<file path="config.mk">
export PLATFORM = sky130hd
export DESIGN_NAME = decode_stage
export DESIGN_NICKNAME = d
export VERILOG_FILES = /design/src/hdl/core_pkg.sv /design/src/hdl/decode_stage.sv
export VERILOG_INCLUDE_DIRS = /design/src /design/src/hdl
export SDC_FILE = /design/constraint.sdc
export NUM_CORES = 2
export LEC_CHECK = 0
export BUFFER_PORTS_ARGS = -buffer_cell sky130_fd_sc_hd__buf_2
export CAP_MARGIN = 20
export CORE_MARGIN = 8
export CORE_UTILIZATION = 35
export DETAILED_ROUTE_END_ITERATION = 10
export GPL_TIMING_DRIVEN = 1
export PLACE_DENSITY = 0.49
export SETUP_SLACK_MARGIN = 0.2
export SYNTH_ARGS = -nofsm -noshare
export SYNTH_HDL_FRONTEND = slang
export SYNTH_SLANG_ARGS = --single-unit
export TNS_END_PERCENT = 5
</file>
<file path="constraint.sdc">
create_clock -name clk -period 4.4 [get_ports clk]
set_clock_uncertainty 0.2 [all_clocks]
set_input_delay 0.66 -clock clk [delete_from_list [all_inputs] [get_ports clk]]
set_output_delay 0.66 -clock clk [all_outputs]
set_load 0.02 [all_outputs]
</file>
<file path="src/hdl/core_params.svh">
`ifndef CORE_PARAMS_SVH
`define CORE_PARAMS_SVH

// Data path width
`define XLEN 32

// Memory depths in words
`define IMEM_WORDS 64
`define DMEM_WORDS 64

// First fetch address
`define RESET_PC 32'h0000_0000

`endif

</file>
<file path="src/hdl/core_pkg.sv">
package core_pkg;

    // RV32I major opcodes
    typedef enum logic [6:0] {
        OP     = 7'b0110011,
        OP_IMM = 7'b0010011,
        LUI    = 7'b0110111,
        AUIPC  = 7'b0010111,
        LOAD   = 7'b0000011,
        STORE  = 7'b0100011,
        BRANCH = 7'b1100011,
        JAL    = 7'b1101111,
        JALR   = 7'b1100111
    } opcode_t;

    typedef enum logic [3:0] {
        ADD,
        SUB,
        AND,
        OR,
        XOR,
        SLL,
        SRL,
        SRA,
        SLT,
        PASS_B
    } alu_op_t;

endpackage

</file>
<file path="src/hdl/decode_stage.sv">
`timescale 1ns/1ps
`include "core_params.svh"

module decode_stage
    import core_pkg::*;
(
    input  logic             clk,
    input  logic             rst,
    input  logic             if_valid,
    input  logic [`XLEN-1:0] if_pc,
    input  logic [`XLEN-1:0] if_inst,
    input  logic             flush,
    input  logic             wb_we,
    input  logic [4:0]       wb_rd,
    input  logic [`XLEN-1:0] wb_data,
    output logic             stall,
    output logic             id_valid,
    output logic [`XLEN-1:0] id_pc,
    output logic [`XLEN-1:0] id_rs1_data,
    output logic [`XLEN-1:0] id_rs2_data,
    output logic [`XLEN-1:0] id_imm,
    output logic [4:0]       id_rs1,
    output logic [4:0]       id_rs2,
    output logic [4:0]       id_rd,
    output alu_op_t          id_alu_op,
    output logic             id_use_imm,
    output logic             id_use_pc,
    output logic             id_reg_write,
    output logic             id_mem_read,
    output logic             id_mem_write,
    output logic             id_branch,
    output logic [2:0]       id_funct3,
    output logic             id_jal,
    output logic             id_jalr
);

    logic [`XLEN-1:0] regs [32];

    opcode_t          opcode;
    logic [2:0]       funct3;
    logic [4:0]       rs1;
    logic [4:0]       rs2;
    logic [4:0]       rd;
    logic             alt;
    alu_op_t          f3_op;
    alu_op_t          alu_op;
    logic [`XLEN-1:0] imm_i;
    logic [`XLEN-1:0] imm_s;
    logic [`XLEN-1:0] imm_b;
    logic [`XLEN-1:0] imm_u;
    logic [`XLEN-1:0] imm_j;
    logic [`XLEN-1:0] imm;
    logic             use_imm;
    logic             use_pc;
    logic             reg_write;
    logic             mem_read;
    logic             mem_write;
    logic             branch;
    logic             jal;
    logic             jalr;

    assign opcode = opcode_t'(if_inst[6:0]);
    assign funct3 = if_inst[14:12];
    assign rs1    = if_inst[19:15];
    assign rs2    = if_inst[24:20];
    assign rd     = if_inst[11:7];

    assign imm_i = {{(`XLEN-12){if_inst[31]}}, if_inst[31:20]};
    assign imm_s = {{(`XLEN-12){if_inst[31]}}, if_inst[31:25], if_inst[11:7]};
    assign imm_b = {{(`XLEN-13){if_inst[31]}}, if_inst[31], if_inst[7],
                    if_inst[30:25], if_inst[11:8], 1'b0};
    assign imm_u = {if_inst[31:12], 12'b0};
    assign imm_j = {{(`XLEN-21){if_inst[31]}}, if_inst[31], if_inst[19:12],
                    if_inst[20], if_inst[30:21], 1'b0};

    // funct7 bit 30 picks SUB and SRA, but only shifts use it for OP_IMM
    assign alt = if_inst[30] && (opcode == OP || funct3 == 3'b101);

    always_comb begin
        case (funct3)
            3'b000:  f3_op = alt ? SUB : ADD;
            3'b001:  f3_op = SLL;
            3'b010:  f3_op = SLT;
            3'b100:  f3_op = XOR;
            3'b101:  f3_op = alt ? SRA : SRL;
            3'b110:  f3_op = OR;
            3'b111:  f3_op = AND;
            default: f3_op = ADD;
        endcase
    end

    always_comb begin
        alu_op    = ADD;
        imm       = imm_i;
        use_imm   = 1'b0;
        use_pc    = 1'b0;
        reg_write = 1'b0;
        mem_read  = 1'b0;
        mem_write = 1'b0;
        branch    = 1'b0;
        jal       = 1'b0;
        jalr      = 1'b0;
        case (opcode)
            OP: begin
                alu_op    = f3_op;
                reg_write = 1'b1;
            end
            OP_IMM: begin
                alu_op    = f3_op;
                use_imm   = 1'b1;
                reg_write = 1'b1;
            end
            LUI: begin
                alu_op    = PASS_B;
                imm       = imm_u;
                use_imm   = 1'b1;
                reg_write = 1'b1;
            end
            AUIPC: begin
                imm       = imm_u;
                use_imm   = 1'b1;
                use_pc    = 1'b1;
                reg_write = 1'b1;
            end
            LOAD: begin
                use_imm   = 1'b1;
                reg_write = 1'b1;
                mem_read  = 1'b1;
            end
            STORE: begin
                imm       = imm_s;
                use_imm   = 1'b1;
                mem_write = 1'b1;
            end
            BRANCH: begin
                imm    = imm_b;
                branch = 1'b1;
            end
            JAL: begin
                imm       = imm_j;
                jal       = 1'b1;
                reg_write = 1'b1;
            end
            JALR: begin
                jalr      = 1'b1;
                reg_write = 1'b1;
            end
            default: ;
        endcase
    end

    // Load in ID/EX feeding the instruction being decoded
    assign stall = if_valid && id_valid && id_mem_read && id_rd != 5'd0 &&
                   (id_rd == rs1 || id_rd == rs2);

    always_ff @(posedge clk) begin
        if (wb_we && wb_rd != 5'd0) begin
            regs[wb_rd] <= wb_data;
        end
    end

    // Write-through so a same-cycle writeback is seen
    function automatic logic [`XLEN-1:0] rf_read(input logic [4:0] idx);
        if (idx == 5'd0) begin
            return '0;
        end else if (wb_we && wb_rd == idx) begin
            return wb_data;
        end
        return regs[idx];
    endfunction

    always_ff @(posedge clk) begin
        if (rst || flush || stall) begin
            id_valid <= 1'b0;
        end else begin
            id_valid <= if_valid;
        end
    end

    always_ff @(posedge clk) begin
        id_pc        <= if_pc;
        id_rs1_data  <= rf_read(rs1);
        id_rs2_data  <= rf_read(rs2);
        id_imm       <= imm;
        id_rs1       <= rs1;
        id_rs2       <= rs2;
        id_rd        <= rd;
        id_alu_op    <= alu_op;
        id_use_imm   <= use_imm;
        id_use_pc    <= use_pc;
        id_reg_write <= reg_write;
        id_mem_read  <= mem_read;
        id_mem_write <= mem_write;
        id_branch    <= branch;
        id_funct3    <= funct3;
        id_jal       <= jal;
        id_jalr      <= jalr;
    end

    x0_stays_zero: assert property (@(posedge clk) disable iff (rst)
        (wb_we && wb_rd == 5'd0 && rs1 == 5'd0) |=> (id_rs1_data == '0))
        else $error("x0 read back nonzero after a write to x0");

endmodule

</file>
==> flow_metrics.py <==
metrics = {
    "status": {
        "outcome": "finished, final reports clean",
    },
    "cts": {
        "clockBufferDepth": 3,
        "clk_pin_slew_ns": 0.05,
        "h-tree-depth": 4,
        "root_buffer": "clkbuf_16",
        "cts_buffers": 139,
        "clk_latency_ns": 0.77,
        "clock_sinks": 1183,
        "cts.repair.resized": 0,
        "cts_tree": "done",
    },
    "hold_path": {
        "hold_depth": 1,
        "hold_path_class": "input pin to register",
        "min_to": "id_rs1[0]",
        "hold_path.startpoint": "if_inst[15]",
    },
    "cells_and_area": {
        "fin_cells": 5077,
        "num-fill-cells": 12800,
        "drive_gt1_share_pct": 37.2,
        "area_growth_pct": 19.0,
        "nets": 3148,
        "design_area_sq_um": 61200,
    },
    "timing": {
        "worst_pin_slew_ns": 1.10,
        "max-slew-margin-rel_pct": 26.4,
        "finalWorstPathRequiredPeriod_ns": 3.29,
        "maxSlewViolCount": 0,
        "finalHoldViolCount": 0,
        "setup_tns_ns": 0,
        "layout_worst_path_cycle_share_pct": 74.8,
        "setup_viol": 0,
        "rsz0062_at_grt": "no",
        "fmax_ghz": 0.304,
    },
    "placement": {
        "place_congestion": 0.808,
        "port_buffers": 265,
        "place_inst": 4759,
        "placed_area_sq_um": 56000,
        "dp_hpwl_mm": 102,
    },
    "global_route": {
        "antenna_found_initial": 11,
        "grt_pass1_vias": 31200,
        "grt_pass1_wl_mm": 244,
        "grt_overflow": 0,
        "grt_use_total_pct": 21.7,
        "grt_start_max_net_pins": 63,
    },
    "yosys": {
        "syn-instance-count": 2628,
        "synthTopCellsByArea": "edfxtp_1 (60%), mux4_2 (21%), dfxtp_1 (6.2%)",
        "yosys_warnings": 0,
        "synth_edf_count": 1024,
        "synth_area_leader_cell": "edfxtp_1",
        "ys_seq_elements": 1183,
        "synth-async-reset-ratio_pct": 0,
        "synth_area_sq_um": 51400,
        "syn_avg_cell_area_sq_um": 19.6,
        "yosysTopAreaCellShare_pct": 59.8,
        "synth_cell_types": 57,
        "synth_flop_cell": "edfxtp_1",
        "seq_area_frac_synth_pct": 66.0,
    },
    "floorplan": {
        "io_pins": 266,
        "design.die.area_sq_um": 159000,
        "core_area_sq_um": 146000,
        "dieHeight_microns": 399,
        "fp.dieW_microns": 399,
        "row_count": 140,
        "start_util_pct": 35.3,
    },
    "detailed_routing": {
        "drt_drc_violations_left": 0,
        "num_vias": 30300,
        "ant_nets": 0,
        "avgViaCountPerCell": 5.96,
        "wl_mm": 175,
        "wire_per_inst_microns": 34.5,
        "first_pass_iters": 5,
        "drt_iter0_markers": 2996,
    },
    "power_and_ir_drop": {
        "power_frac_clock_pct": 43.7,
        "p_sw_mw": 6.15,
        "ir_drop_mv": 0.282,
        "power_density_nw_per_um2": 433,
        "comb_power_share_pct": 8.6,
        "swShare_pct": 23.2,
        "p_int_mw": 20.3,
        "p_leak_nw": 20.3,
        "p_seq_share_pct": 47.7,
    },
    "worst_setup_path": {
        "crit_required_ns": 3.54,
        "regToRegSetupSlack_ns": 2.13,
        "criticalPathCategory": "input pin to primary output",
        "critPathCaptureType": "primary output",
        "r2r_end": "id_valid",
        "r2r_cells": 5,
        "crit_path_max_fanout": 34,
        "worstPathArrival_ns": 2.43,
        "start_kind": "input pin",
        "reg2reg_from": "id_rd[2]",
    },
    "flow_run": {
        "drv_cap": 0,
    },
}
[per-stage QoR]
| stage | setup WS, ns | total power [mW] | hold WS, ns | util [%] |
|---|---|---|---|---|
| final | 1.11 | 26.5 | 0.0369 | 42.0 |
| after global routing | 0.989 | 27.3 | 0.0162 | 42.0 |
| after CTS | 1.10 | 26.8 | 0.000934 | 42.0 |
| after detailed placement | 0.966 | 15.1 | 0.533 | 38.4 |
| after global placement | 0.888 | 15.1 | 0.516 | 38.4 |
| after floorplan | 1.12 | 14.1 | 0.488 | - |
[logic make-up after synthesis]
| group | synth area share (%) |
|---|---|
| xor+xnor | 0.341 |
| simple gates | 2.03 |
| compound gates | 4.55 |
| mux | 25.0 |
| other cells | 0.00729 |
| buf+inv | 2.13 |
| flops | 66.0 |
[worst max-delay path: stages]
cell and delay [ns]:
buf_4 0.55, buf_4 0.36, xor2_1 0.09, nor3_1 0.18, nand3_1 0.10, a21oi_1 0.23
buf_2 0.21
[routing by layer]
metal  GRT usage, %  wire length, microns  up-vias
met3           4.08                 12900      266
met5              0                    42        -
met4           6.41                  4820        6
met2           34.7                 83000     1370
li1               -                     -    12100
met1           30.2                 74600    16600
[sequential cells by signal, indices dropped and copies added (netlist names), 3 cells and up]
name / count
id_funct3: 3
id_alu_op: 4
id_rs2: 5
id_rs1: 5
id_rs2_data: 32
regs: 1024
id_rs1_data: 32
id_pc: 32
id_rd: 5
id_imm: 32
[cell usage in the layout, fill, tap and decap left out, types with 10 or more instances in the layout]
master         instances
clkbuf_1              38
buf_4                 76
xor2_1                10
nand2_1               55
conb_1                32
clkinv_2              22
dlygate4sd3_1         59
nor2_1                43
a211oi_1              10
a32o_1                32
mux4_2               488
nor2b_1               21
mux2i_1              132
clkbuf_8              15
dfxtp_1              159
o21ai_0               29
clkbuf_16            149
a22oi_1               45
nor2_4                34
edfxtp_1            1024
buf_12                44
a21oi_1               17
a211o_1               21
mux2_2                47
a21o_1                19
nor3_1                12
o22ai_1              115
nand3_1               14
buf_2                258
xnor2_1               10
[synth_stat cells, types with 2 or more instances]
library cell  count
edfxtp_1       1024
mux4_2          488
dfxtp_1         159
mux2i_1         132
o22ai_1         115
clkbuf_1         83
nor2_1           77
buf_2            76
nand2_1          58
mux2_2           47
a22oi_1          45
a32o_1           32
o21ai_0          29
a211o_1          21
nor2b_1          21
a21o_1           19
a21oi_1          17
buf_6            17
nand3_1          14
buf_4            13
nor3_1           12
nand2b_1         11
a211oi_1         10
and2_1           10
xnor2_1          10
xor2_1           10
a221oi_1          8
a22o_1            8
buf_1             8
nor4_1            6
inv_1             5
o32ai_1           5
a31oi_1           4
o41ai_1           4
buf_12            3
nand3b_1          3
and3_1            2
nand4_1           2
nor3b_1           2
[repair_timing]
| action | in CTS | in global routing |
|---|---|---|
| hold buffers | 59 | 0 |
| buffers inserted | 0 | 0 |
| endpoints found under the hold margin | 75 | 0 |
| endpoints found under the setup margin | 0 | 0 |
[power by group through the flow]
stage / sequential (mW) / clock, mW / combinational (mW)
after floorplan: 12.9 / 0 / 1.20
after global placement: 12.9 / 0 / 2.24
after detailed placement: 12.9 / 0 / 2.26
after CTS: 12.6 / 11.8 / 2.30
after global routing: 12.7 / 12.2 / 2.41
final: 12.6 / 11.6 / 2.28
[area by class of cell]
type                            count  area (sq um)  area share (%)
Sequential cell                  1183         33900            55.4
Multi-Input combinational cell   1270         16800            27.5
Clock buffer                      205          4100            6.69
Timing Repair Buffer              443          3420            5.58
Tap cell                         1917          2400            3.92
Clock inverter                     51           517           0.844
Inverter                            5          18.8          0.0307
Antenna cell                        3          7.51          0.0123
[how the worst max path moves through the flow]
stage                            from         endpoint  cells past startpoint
after floorplan                 wb_we      regs[12][0]                      4
after global placement    if_inst[17]  id_rs1_data[31]                      6
after detailed placement  if_inst[17]  id_rs1_data[31]                      6
after CTS                 if_inst[18]            stall                      7
after global routing      if_inst[18]            stall                      7
final                     if_inst[18]            stall                      7
Note: power is estimated with default switching activity, not from simulation.
